$ cat src/isa_pkg.sv
// instruction set package with field layout, kept opcodes and field decoders
package isa_pkg;

	typedef enum logic [2:0] {
		OP_LW,
		OP_RW,
		OP_UJ,
		OP_SHC,
		OP_LWRS,
		OP_HLT,
		OP_ILL
	} op_t;

	// opcode codes in bits 15..10
	localparam logic [5:0] OPC_LW   = 6'h10;
	localparam logic [5:0] OPC_RW   = 6'h11;
	localparam logic [5:0] OPC_UJ   = 6'h18;
	localparam logic [5:0] OPC_SHC  = 6'h1c;
	localparam logic [5:0] OPC_LWRS = 6'h14;
	localparam logic [5:0] OPC_HLT  = 6'h1f;

	// field positions, bit 9 unused here
	localparam int OP_HI  = 15;
	localparam int OP_LO  = 10;
	localparam int A_HI   = 8;
	localparam int A_LO   = 6;
	localparam int B_HI   = 5;
	localparam int B_LO   = 3;
	localparam int C_HI   = 2;
	localparam int C_LO   = 0;
	localparam int SHC_HI = 3;
	localparam int SHC_LO = 0;

	function automatic op_t ir_op(input logic [15:0] ir);
		case (ir[OP_HI:OP_LO])
			OPC_LW:   return OP_LW;
			OPC_RW:   return OP_RW;
			OPC_UJ:   return OP_UJ;
			OPC_SHC:  return OP_SHC;
			OPC_LWRS: return OP_LWRS;
			OPC_HLT:  return OP_HLT;
			default:  return OP_ILL;
		endcase
	endfunction

	function automatic logic [2:0] ir_a(input logic [15:0] ir);
		return ir[A_HI:A_LO];
	endfunction

	function automatic logic [2:0] ir_b(input logic [15:0] ir);
		return ir[B_HI:B_LO];
	endfunction

	function automatic logic [2:0] ir_c(input logic [15:0] ir);
		return ir[C_HI:C_LO];
	endfunction

	// shift count overlaps the low bit of b
	function automatic logic [3:0] ir_shc(input logic [15:0] ir);
		return ir[SHC_HI:SHC_LO];
	endfunction

	// argument word follows when c is zero
	function automatic logic is_two_word(input op_t op, input logic [2:0] c);
		return (c == 3'd0) && !(op inside {OP_SHC, OP_HLT});
	endfunction

	function automatic logic is_bmod(input op_t op, input logic [2:0] b);
		return (b != 3'd0) && !(op inside {OP_SHC, OP_HLT});
	endfunction

endpackage

$ cat src/mcu_pkg.sv
// control unit package with sequencer states, counter widths and strobe bundle
package mcu_pkg;

	// state code is what leaves the top level
	typedef enum logic [3:0] {
		ST_IDLE   = 4'd0,
		ST_FETCH  = 4'd1,
		ST_DECODE = 4'd2,
		ST_ARG    = 4'd3,
		ST_BMOD   = 4'd4,
		ST_EXEC   = 4'd5,
		ST_KC     = 4'd6,
		ST_PC     = 4'd7,
		ST_IRQ    = 4'd8
	} state_t;

	// group counter and step counter widths
	localparam int LG_W = 3;
	localparam int LK_W = 4;

	// one bundle of microoperation strobes
	typedef struct packed {
		logic       mem_rd;
		logic       mem_wr;
		logic       w_ir;
		logic       w_ac;
		logic       w_ar;
		logic       w_ic;
		logic       w_r;
		logic       shift_step;
		logic       irq_ack;
		logic [2:0] reg_sel;
	} uop_t;

endpackage

$ cat src/mcu_if.sv
// interfaces between panel, sequencer, counters and microoperation decoder

interface ctl_if;
	logic started;
	logic run;
	logic step_req;
	logic hlt_exec;
	logic irq_taken;
	logic step_done;

	modport panel (output started, run, step_req, input hlt_exec, irq_taken, step_done);
	modport seq (input started, run, step_req, output hlt_exec, irq_taken, step_done);
endinterface

interface cnt_if;
	import mcu_pkg::*;

	logic            load;
	logic [LG_W-1:0] lg_last;
	logic [LK_W-1:0] lk_init;
	logic            lg_mode;
	logic            lk_mode;
	logic            step;
	logic [LG_W-1:0] lg;
	logic            done;

	modport seq (output load, lg_last, lk_init, lg_mode, lk_mode, step, input lg, done);
	modport cnt (input load, lg_last, lk_init, lg_mode, lk_mode, step, output lg, done);
endinterface

interface seq_if;
	import mcu_pkg::*;
	import isa_pkg::*;

	state_t          state;
	op_t             op;
	logic [2:0]      a;
	logic [2:0]      b;
	logic [2:0]      c;
	logic            first;
	logic            mem_ok_seen;
	logic [LG_W-1:0] lg;

	modport seq (output state, op, a, b, c, first, mem_ok_seen, lg);
	modport uop (input state, op, a, b, c, first, mem_ok_seen, lg);
endinterface

$ cat src/mcu_panel.sv
// control panel flip-flops START, WAIT and CYCLE giving run and step requests
module mcu_panel (
	input  logic __clk,
	input  logic rst_n,
	input  logic start,
	input  logic stop,
	input  logic cycle,
	ctl_if.panel ctl,
	output logic halted
);

	logic start_q;
	logic wait_q;
	logic cycle_q;

	// START, cleared by stop
	always_ff @(posedge __clk) begin
		if (!rst_n || stop) begin
			start_q <= 1'b0;
		end else if (start) begin
			start_q <= 1'b1;
		end
	end

	// WAIT, set by an executed HLT
	always_ff @(posedge __clk) begin
		if (!rst_n || stop || ctl.irq_taken) begin
			wait_q <= 1'b0;
		end else if (ctl.hlt_exec) begin
			wait_q <= 1'b1;
		end
	end

	// CYCLE only arms while stopped
	always_ff @(posedge __clk) begin
		if (!rst_n || ctl.irq_taken || ctl.step_done) begin
			cycle_q <= 1'b0;
		end else if (cycle && !start_q) begin
			cycle_q <= 1'b1;
		end
	end

	assign ctl.started  = start_q;
	assign ctl.run      = start_q && !wait_q;
	assign ctl.step_req = cycle_q;
	assign halted       = wait_q;

endmodule

$ cat src/mcu_sequencer.sv
// instruction sequencer with instruction register, cycle phases and interrupt entry
module mcu_sequencer #(
	parameter int KC_TICKS = 2,
	parameter int PC_TICKS = 1
) (
	input  logic        __clk,
	input  logic        rst_n,
	input  logic        irq,
	input  logic        mem_ok,
	input  logic [15:0] rdt,
	ctl_if.seq          ctl,
	cnt_if.seq          cnt,
	seq_if.seq          seq
);
	import isa_pkg::*;
	import mcu_pkg::*;

	// phase counter covers KC, PC and the two IRQ cycles
	localparam int TICK_MAX = (KC_TICKS > PC_TICKS) ? KC_TICKS : PC_TICKS;
	localparam int PH_MAX   = (TICK_MAX > 2) ? TICK_MAX : 2;
	localparam int PH_W     = $clog2(PH_MAX);

	localparam logic [PH_W-1:0] KC_LAST  = PH_W'(KC_TICKS - 1);
	localparam logic [PH_W-1:0] PC_LAST  = PH_W'(PC_TICKS - 1);
	localparam logic [PH_W-1:0] IRQ_LAST = PH_W'(1);

	state_t          state;
	state_t          state_nx;
	logic            first;
	logic [15:0]     ir;
	logic [PH_W-1:0] ph;
	logic            ph_last;
	op_t             op;
	logic [2:0]      f_a;
	logic [2:0]      f_b;
	logic [2:0]      f_c;

	assign op  = ir_op(ir);
	assign f_a = ir_a(ir);
	assign f_b = ir_b(ir);
	assign f_c = ir_c(ir);

	always_comb begin
		case (state)
			ST_KC:   ph_last = (ph == KC_LAST);
			ST_IRQ:  ph_last = (ph == IRQ_LAST);
			ST_PC:   ph_last = (ph == PC_LAST);
			default: ph_last = 1'b0;
		endcase
	end

	always_comb begin
		state_nx = state;
		case (state)
			ST_IDLE: begin
				if (ctl.run || ctl.step_req) begin
					state_nx = ST_FETCH;
				end else if (ctl.started && irq) begin
					state_nx = ST_IRQ;
				end
			end
			ST_FETCH: begin
				if (mem_ok) begin
					state_nx = ST_DECODE;
				end
			end
			ST_DECODE: begin
				if (is_two_word(op, f_c)) begin
					state_nx = ST_ARG;
				end else if (is_bmod(op, f_b)) begin
					state_nx = ST_BMOD;
				end else begin
					state_nx = ST_EXEC;
				end
			end
			ST_ARG: begin
				if (mem_ok) begin
					state_nx = is_bmod(op, f_b) ? ST_BMOD : ST_EXEC;
				end
			end
			ST_BMOD: state_nx = ST_EXEC;
			ST_EXEC: begin
				if (cnt.done) begin
					state_nx = ST_KC;
				end
			end
			ST_KC: begin
				// interrupt is taken only at the end of a cycle
				if (ph_last) begin
					state_nx = (irq && (ctl.started || ctl.step_req)) ? ST_IRQ : ST_PC;
				end
			end
			ST_IRQ: begin
				if (ph_last) begin
					state_nx = ST_PC;
				end
			end
			ST_PC: begin
				if (ph_last) begin
					state_nx = ctl.run ? ST_FETCH : ST_IDLE;
				end
			end
			default: state_nx = ST_IDLE;
		endcase
	end

	always_ff @(posedge __clk) begin
		if (!rst_n) begin
			state <= ST_IDLE;
			first <= 1'b1;
			ph    <= '0;
		end else begin
			state <= state_nx;
			first <= (state_nx != state);
			if (state_nx != state) begin
				ph <= '0;
			end else if (state inside {ST_KC, ST_IRQ, ST_PC}) begin
				ph <= ph + 1'b1;
			end
		end
	end

	// instruction word latched when the fetch completes
	always_ff @(posedge __clk) begin
		if (state == ST_FETCH && mem_ok) begin
			ir <= rdt;
		end
	end

	assign ctl.hlt_exec  = (state == ST_EXEC) && (op == OP_HLT);
	assign ctl.irq_taken = (state == ST_IRQ) && first;
	assign ctl.step_done = (state == ST_PC) && ph_last;

	assign cnt.load    = (state == ST_DECODE);
	assign cnt.lg_last = f_a;
	assign cnt.lk_init = ir_shc(ir);
	assign cnt.lg_mode = (op == OP_LWRS);
	assign cnt.lk_mode = (op == OP_SHC);
	assign cnt.step    = (state == ST_EXEC);

	assign seq.state       = state;
	assign seq.op          = op;
	assign seq.a           = f_a;
	assign seq.b           = f_b;
	assign seq.c           = f_c;
	assign seq.first       = first;
	assign seq.mem_ok_seen = mem_ok && (state == ST_FETCH || state == ST_ARG);
	assign seq.lg          = cnt.lg;

endmodule

$ cat src/mcu_counters.sv
// group counter lg and step counter lk timing the execute phase
module mcu_counters (
	input  logic __clk,
	input  logic rst_n,
	cnt_if.cnt   cnt
);
	import mcu_pkg::*;

	logic [LG_W-1:0] lg;
	logic [LG_W-1:0] lg_last;
	logic [LK_W-1:0] lk;
	logic            lg_mode;
	logic            lk_mode;
	logic            done;

	always_ff @(posedge __clk) begin
		if (!rst_n) begin
			lg      <= '0;
			lg_last <= '0;
			lk      <= '0;
			lg_mode <= 1'b0;
			lk_mode <= 1'b0;
		end else if (cnt.load) begin
			lg      <= '0;
			lg_last <= cnt.lg_last;
			lk      <= cnt.lk_init;
			lg_mode <= cnt.lg_mode;
			lk_mode <= cnt.lk_mode;
		end else if (cnt.step && !done) begin
			if (lg_mode) begin
				lg <= lg + 1'b1;
			end
			if (lk_mode) begin
				lk <= lk - 1'b1;
			end
		end
	end

	// single-cycle opcodes finish in their first execute cycle
	always_comb begin
		if (lg_mode) begin
			done = (lg == lg_last);
		end else if (lk_mode) begin
			// zero count still takes one cycle
			done = (lk <= LK_W'(1));
		end else begin
			done = 1'b1;
		end
	end

	assign cnt.lg   = lg;
	assign cnt.done = done;

endmodule

$ cat src/mcu_microops.sv
// registered decoder of sequencer state and opcode into microoperation strobes
module mcu_microops (
	input  logic        __clk,
	input  logic        rst_n,
	seq_if.uop          seq,
	output mcu_pkg::uop_t uop,
	output logic [3:0]  state_code
);
	import isa_pkg::*;
	import mcu_pkg::*;

	uop_t uop_nx;
	logic shc_nz;

	// shift count spans c and the low bit of b
	assign shc_nz = ({seq.b[0], seq.c} != 4'd0);

	always_comb begin
		uop_nx = '0;
		case (seq.state)
			ST_FETCH: uop_nx.mem_rd = seq.first;
			ST_ARG: begin
				uop_nx.mem_rd = seq.first;
				uop_nx.w_ac   = seq.mem_ok_seen;
			end
			ST_DECODE: begin
				uop_nx.w_ir    = 1'b1;
				uop_nx.reg_sel = seq.c;
			end
			ST_BMOD: begin
				uop_nx.w_ac    = 1'b1;
				uop_nx.reg_sel = seq.b;
			end
			ST_EXEC: begin
				case (seq.op)
					OP_LW: begin
						uop_nx.w_r     = 1'b1;
						uop_nx.reg_sel = seq.a;
					end
					OP_RW: begin
						uop_nx.w_ar    = 1'b1;
						uop_nx.mem_wr  = 1'b1;
						uop_nx.reg_sel = seq.a;
					end
					OP_UJ: uop_nx.w_ic = 1'b1;
					OP_SHC: begin
						uop_nx.shift_step = shc_nz;
						uop_nx.reg_sel    = seq.a;
					end
					OP_LWRS: begin
						uop_nx.w_r     = 1'b1;
						uop_nx.reg_sel = seq.lg;
					end
					default: uop_nx = '0;
				endcase
			end
			// acknowledge first, then load the vector into IC
			ST_IRQ: begin
				uop_nx.irq_ack = seq.first;
				uop_nx.w_ic    = !seq.first;
			end
			default: uop_nx = '0;
		endcase
	end

	always_ff @(posedge __clk) begin
		if (!rst_n) begin
			uop        <= '0;
			state_code <= ST_IDLE;
		end else begin
			uop        <= uop_nx;
			state_code <= seq.state;
		end
	end

endmodule

$ cat src/mcu_top.sv
// microinstruction control unit top level with plain strobe ports
module mcu_top #(
	parameter int KC_TICKS = 2,
	parameter int PC_TICKS = 1
) (
	input  logic        __clk,
	input  logic        rst_n,
	input  logic        start,
	input  logic        stop,
	input  logic        cycle,
	input  logic        irq,
	input  logic        mem_ok,
	input  logic [15:0] rdt,
	output logic        run,
	output logic        halted,
	output logic        mem_rd,
	output logic        mem_wr,
	output logic        w_ir,
	output logic        w_ac,
	output logic        w_ar,
	output logic        w_ic,
	output logic        w_r,
	output logic        shift_step,
	output logic        irq_ack,
	output logic [2:0]  reg_sel,
	output logic [3:0]  state_code
);
	import mcu_pkg::*;

	uop_t uop;

	ctl_if ctl0 ();
	cnt_if cnt0 ();
	seq_if seq0 ();

	mcu_panel panel0 (
		.__clk  (__clk),
		.rst_n  (rst_n),
		.start  (start),
		.stop   (stop),
		.cycle  (cycle),
		.ctl    (ctl0.panel),
		.halted (halted)
	);

	mcu_sequencer #(
		.KC_TICKS (KC_TICKS),
		.PC_TICKS (PC_TICKS)
	) seq_u0 (
		.__clk  (__clk),
		.rst_n  (rst_n),
		.irq    (irq),
		.mem_ok (mem_ok),
		.rdt    (rdt),
		.ctl    (ctl0.seq),
		.cnt    (cnt0.seq),
		.seq    (seq0.seq)
	);

	mcu_counters cnt_u0 (
		.__clk (__clk),
		.rst_n (rst_n),
		.cnt   (cnt0.cnt)
	);

	mcu_microops uop_u0 (
		.__clk      (__clk),
		.rst_n      (rst_n),
		.seq        (seq0.uop),
		.uop        (uop),
		.state_code (state_code)
	);

	assign run        = ctl0.run;
	assign mem_rd     = uop.mem_rd;
	assign mem_wr     = uop.mem_wr;
	assign w_ir       = uop.w_ir;
	assign w_ac       = uop.w_ac;
	assign w_ar       = uop.w_ar;
	assign w_ic       = uop.w_ic;
	assign w_r        = uop.w_r;
	assign shift_step = uop.shift_step;
	assign irq_ack    = uop.irq_ack;
	assign reg_sel    = uop.reg_sel;

endmodule

$ cat config.mk
export PLATFORM = sky130hd
export DESIGN_NAME = mcu_top
export DESIGN_NICKNAME = d
export VERILOG_FILES = /design/src/isa_pkg.sv /design/src/mcu_pkg.sv /design/src/mcu_if.sv /design/src/mcu_panel.sv /design/src/mcu_sequencer.sv /design/src/mcu_counters.sv /design/src/mcu_microops.sv /design/src/mcu_top.sv
export SDC_FILE = /design/constraint.sdc
export NUM_CORES = 1
export LEC_CHECK = 0
export ABC_AREA = 1
export BUFFER_PORTS_ARGS = -buffer_cell sky130_fd_sc_hd__buf_2
export CORE_MARGIN = 1.5
export CORE_UTILIZATION = 35
export CTS_BUF_LIST = sky130_fd_sc_hd__clkbuf_16
export CTS_CLUSTER_DIAMETER = 40
export DETAILED_ROUTE_END_ITERATION = 10
export PLACE_DENSITY = 0.54
export SYNTH_ARGS = -nofsm -noshare
export SYNTH_HDL_FRONTEND = slang
export SYNTH_SLANG_ARGS = --single-unit
$ cat constraint.sdc
create_clock -name __clk -period 4.3 [get_ports __clk]
set_input_delay 0.43 -clock __clk [delete_from_list [all_inputs] [get_ports __clk]]
set_output_delay 0.43 -clock __clk [all_outputs]
set_load 0.005 [all_outputs]
==> results.sh <==
export IMPL_synth_warnings=0
export IMPL_routed_wirelength_normalized_by_instance_count_um=12.2
export IMPL_syn_area_um2=2400
export IMPL_ys_dominant_reg_cell="sky130_fd_sc_hd__dfxtp_1"
export IMPL_htreeDepth=2
export IMPL_core_area_um2=6720
export IMPL_setup_repair_after_global_routing_missed_its_margin="false"
export IMPL_port_buffers=39
export IMPL_tns_ns=0
export IMPL_layout_setup_ws_ns=2.23
export IMPL_largest_driver_fanout_on_the_critical_path=10
export IMPL_ctsRootBufferMaster="sky130_fd_sc_hd__clkbuf_16"
export IMPL_run_status="complete, no violations"
export IMPL_hold_class="input pin to register"
export IMPL_detailroute_via_count=2077
export IMPL_worstSetupStartpoint="seq_u0.seq.state[0]$_SDFF_PN0_"
export IMPL_drt_pass1_iterations=5
export IMPL_dpl_hpwl_um=3990
export IMPL_grt_overflow_total=0
export IMPL_cp_cell_sequence="nor2_1, nand2_1, inv_1, nor2_1, inv_1, a21oi_1, o21ai_1, o221ai_1"
export IMPL_seq_area_frac_synth=0.488
export IMPL_initial_core_util=0.357
export IMPL_cts_root_to_sink_buffers=2
export IMPL_boundaryPins=41
export IMPL_total_of_endpoints_with_negative_setup_slack_in_the_final_report=0
export IMPL_worstSetupPathType="register to register"
export IMPL_synth_top_area_frac=0.300
export IMPL_grt_first_pass_wirelength_um=8790
export IMPL_fillerInstances=692
export IMPL_synth_top_area_cell="sky130_fd_sc_hd__dfxtp_1"
export IMPL_worst_r2r_path_depth=8
export IMPL_pre_cts_ws_ns=2.25
export IMPL_synthesis_nets=325
export IMPL_final_hold_violation_count=0
export IMPL_maxSlewViolCount=0
export IMPL_cts_tree="done"
export IMPL_worstSkewPairLatency_ns=0.29
export IMPL_die_height_um=85.8
export IMPL_skew_ns=0.00520
export IMPL_avgViaCountPerCell=4.93
export IMPL_count_of_flip_flops_with_a_built_in_enable_after_synthesis=15
export IMPL_irDropWorstVdd_uv=256
export IMPL_synth_seq_cells=51
export IMPL_cpMaxStageDelayCell="sky130_fd_sc_hd__dfxtp_1"
export IMPL_place_congestion=0.837
export IMPL_critPathCaptureType="register"
export IMPL_crit_end="cnt_u0.lk[3]$_SDFFE_PN0P_"
export IMPL_layout_area_seq_um2=1170
export IMPL_post_cts_resized=0
export IMPL_clock_fmax_ghz=0.483
export IMPL_worst_relative_slew_slack=0.641
export IMPL_worst_endpoint_required_ns=4.51
export IMPL_timing_critical_path_from_type="register"
export IMPL_drv_max_cap_violation_count=0
export IMPL_nNetsFinal=366
export IMPL_multiInputGateArea_um2=1000
export IMPL_critPathMaxStageDelay_ns=0.55
export IMPL_groute_usage_overall=0.152
export IMPL_r2r_start="seq_u0.seq.state[0]$_SDFF_PN0_"
export IMPL_first_global_vias=1910
export IMPL_ys_top_cells_by_area="sky130_fd_sc_hd__dfxtp_1 (30%), sky130_fd_sc_hd__edfxtp_1 (19%), sky130_fd_sc_hd__nand2_1 (9.2%)"
export IMPL_post_cts_hold_buffer_count=0
export IMPL_grt_max_degree=18
export IMPL_diode_count=0
export IMPL_ratio_of_final_minimum_period_to_clock_period=0.482
export IMPL_ys_types=37
export IMPL_synth_area_per_cell_um2=8.03
export IMPL_routed_wirelength_um=5140
export IMPL_route_detailed_drc=0
export IMPL_row_count=30
export IMPL_ys_async_sr_fraction=0
export IMPL_first_iter_violations=125
export IMPL_critical_path_arrival_ns=2.28
export IMPL_post_cts_buffers=0
export IMPL_leakage_uw=0.00129
export IMPL_drt_antenna_violating_nets=0
export IMPL_clkSlewWorstSetupHoldPaths_ns=0.07
export IMPL_antenna_violations_before_repair=0
export IMPL_die_w_um=85.8
export IMPL_fp_dieArea_um2=7370
export IMPL_finalWorstPathRequiredPeriod_ns=2.07
export IMPL_setup_reg_to_reg_worst_slack_ns=2.23
export IMPL_drive_above_1_share=0.191
export IMPL_measured_slew_at_the_worst_slew_check_pin_ns=0.537
export IMPL_syn2layout_area_growth_pct=16.9
export IMPL_regToRegEndpoint="cnt_u0.lk[3]$_SDFFE_PN0P_"
export IMPL_post_synthesis_instance_total=299
export IMPL_cts_made_buffers=5
export IMPL_cts_sinks=51
export IMPL_p_per_area_nw_per_um2=436
## state kept, by name, summed over array words and instances (netlist names)
| register | flops |
|---|---|
| cnt_u0.lk_mode | 1 |
| seq_u0.ph | 1 |
| panel0.halted | 1 |
| uop_u0.uop | 11 |
| uop_u0.state_code | 4 |
| seq_u0.ir | 15 |
| seq_u0.seq.first | 1 |
| seq_u0.seq.state | 4 |
| cnt_u0.lg_last | 3 |
| cnt_u0.cnt.lg | 3 |
| cnt_u0.lg_mode | 1 |
| panel0.ctl.step_req | 1 |
| cnt_u0.lk | 4 |
| panel0.ctl.started | 1 |
## cell type report
cell class                 count  area share
inverter                      51      0.0682
clock buffer                   5      0.0446
clock inverter                 3     0.00847
sequential                    51       0.417
multi-input combinational    192       0.357
tap                           80      0.0357
timing repair buffer          39      0.0695
## where the power goes
group	leakage (uW)	internal (uW)	switching, uW
clock network	0.0000717	219	183
registers	0.000429	546	36.3
logic	0.000787	82.2	157
## worst min-delay path by stage
stage,cells past startpoint,startpoint,end,slack [ns]
finish,1,rdt[15],seq_u0.ir[15]$_DFFE_PP_,0.31
global placement,2,cnt_u0.lg_last[0]$_SDFFE_PN0P_,cnt_u0.lg_last[0]$_SDFFE_PN0P_,0.47
CTS,1,rdt[15],seq_u0.ir[15]$_DFFE_PP_,0.30
detailed placement,2,cnt_u0.lg_last[0]$_SDFFE_PN0P_,cnt_u0.lg_last[0]$_SDFFE_PN0P_,0.48
floorplan,2,cnt_u0.lg_last[0]$_SDFFE_PN0P_,cnt_u0.lg_last[0]$_SDFFE_PN0P_,0.45
global route,1,rdt[14],seq_u0.ir[14]$_DFFE_PP_,0.30
## placed cells by master (no fill, tap or decap), types with 5 or more instances in the layout
cell	synthesis	routed
sky130_fd_sc_hd__a21oi_1	13	13
sky130_fd_sc_hd__buf_2	0	39
sky130_fd_sc_hd__clkbuf_16	0	5
sky130_fd_sc_hd__dfxtp_1	36	36
sky130_fd_sc_hd__edfxtp_1	15	15
sky130_fd_sc_hd__inv_1	47	47
sky130_fd_sc_hd__nand2_1	59	59
sky130_fd_sc_hd__nand3_1	15	15
sky130_fd_sc_hd__nand4_1	10	10
sky130_fd_sc_hd__nor2_1	34	34
sky130_fd_sc_hd__nor3_1	9	9
sky130_fd_sc_hd__o21ai_0	6	6
sky130_fd_sc_hd__o22ai_1	9	9
## worst max-delay path: cells and delay by family (launching register included)
family          cells  cell delay, ns
buf+inv             2            0.34
simple gates        3            0.74
flops               1            0.55
compound gates      3            0.37
## cells by family (layout without fill, tap and decap cells)
| kind of cell | count (synthesis) | count (layout) | synth area share |
|---|---|---|---|
| simple gates | 144 | 144 | 0.286 |
| compound gates | 42 | 42 | 0.105 |
| buf+inv | 56 | 98 | 0.0954 |
| flops | 51 | 51 | 0.488 |
| fa+ha+maj | 3 | 3 | 0.0156 |
| xor+xnor | 3 | 3 | 0.0109 |
## layer usage
metal,up-vias,GRT usage,share of wire
li1,1076,-,-
met1,946,0.204,0.47
met2,53,0.240,0.47
met3,2,0.0385,0.056
met4,0,0.0484,0.0037
met5,-,0,0
## metrics by stage
stage               utilization  power [uW]  area, um^2  std cells  hold WS, ns
floorplan                     -         770        2400        299        0.449
global route              0.418        1300        2810        421        0.297
CTS                       0.418        1230        2810        421        0.304
global placement          0.396         834        2660        413        0.474
finish                    0.418        1220        2810        421        0.311
detailed placement        0.396         832        2660        413        0.477
## synth_stat cells, types with 3 or more instances
library cell	number
sky130_fd_sc_hd__a21oi_1	13
sky130_fd_sc_hd__ha_1	3
sky130_fd_sc_hd__nor3_1	9
sky130_fd_sc_hd__edfxtp_1	15
sky130_fd_sc_hd__o21ai_0	6
sky130_fd_sc_hd__o22ai_1	9
sky130_fd_sc_hd__inv_1	47
sky130_fd_sc_hd__nand2_2	3
sky130_fd_sc_hd__nor2_1	34
sky130_fd_sc_hd__dfxtp_1	36
sky130_fd_sc_hd__inv_2	4
sky130_fd_sc_hd__a31oi_1	4
sky130_fd_sc_hd__nand3_1	15
sky130_fd_sc_hd__nand2_1	59
sky130_fd_sc_hd__nand4_1	10
sky130_fd_sc_hd__nand3_2	4
Note: power is estimated with default switching activity, not from simulation.
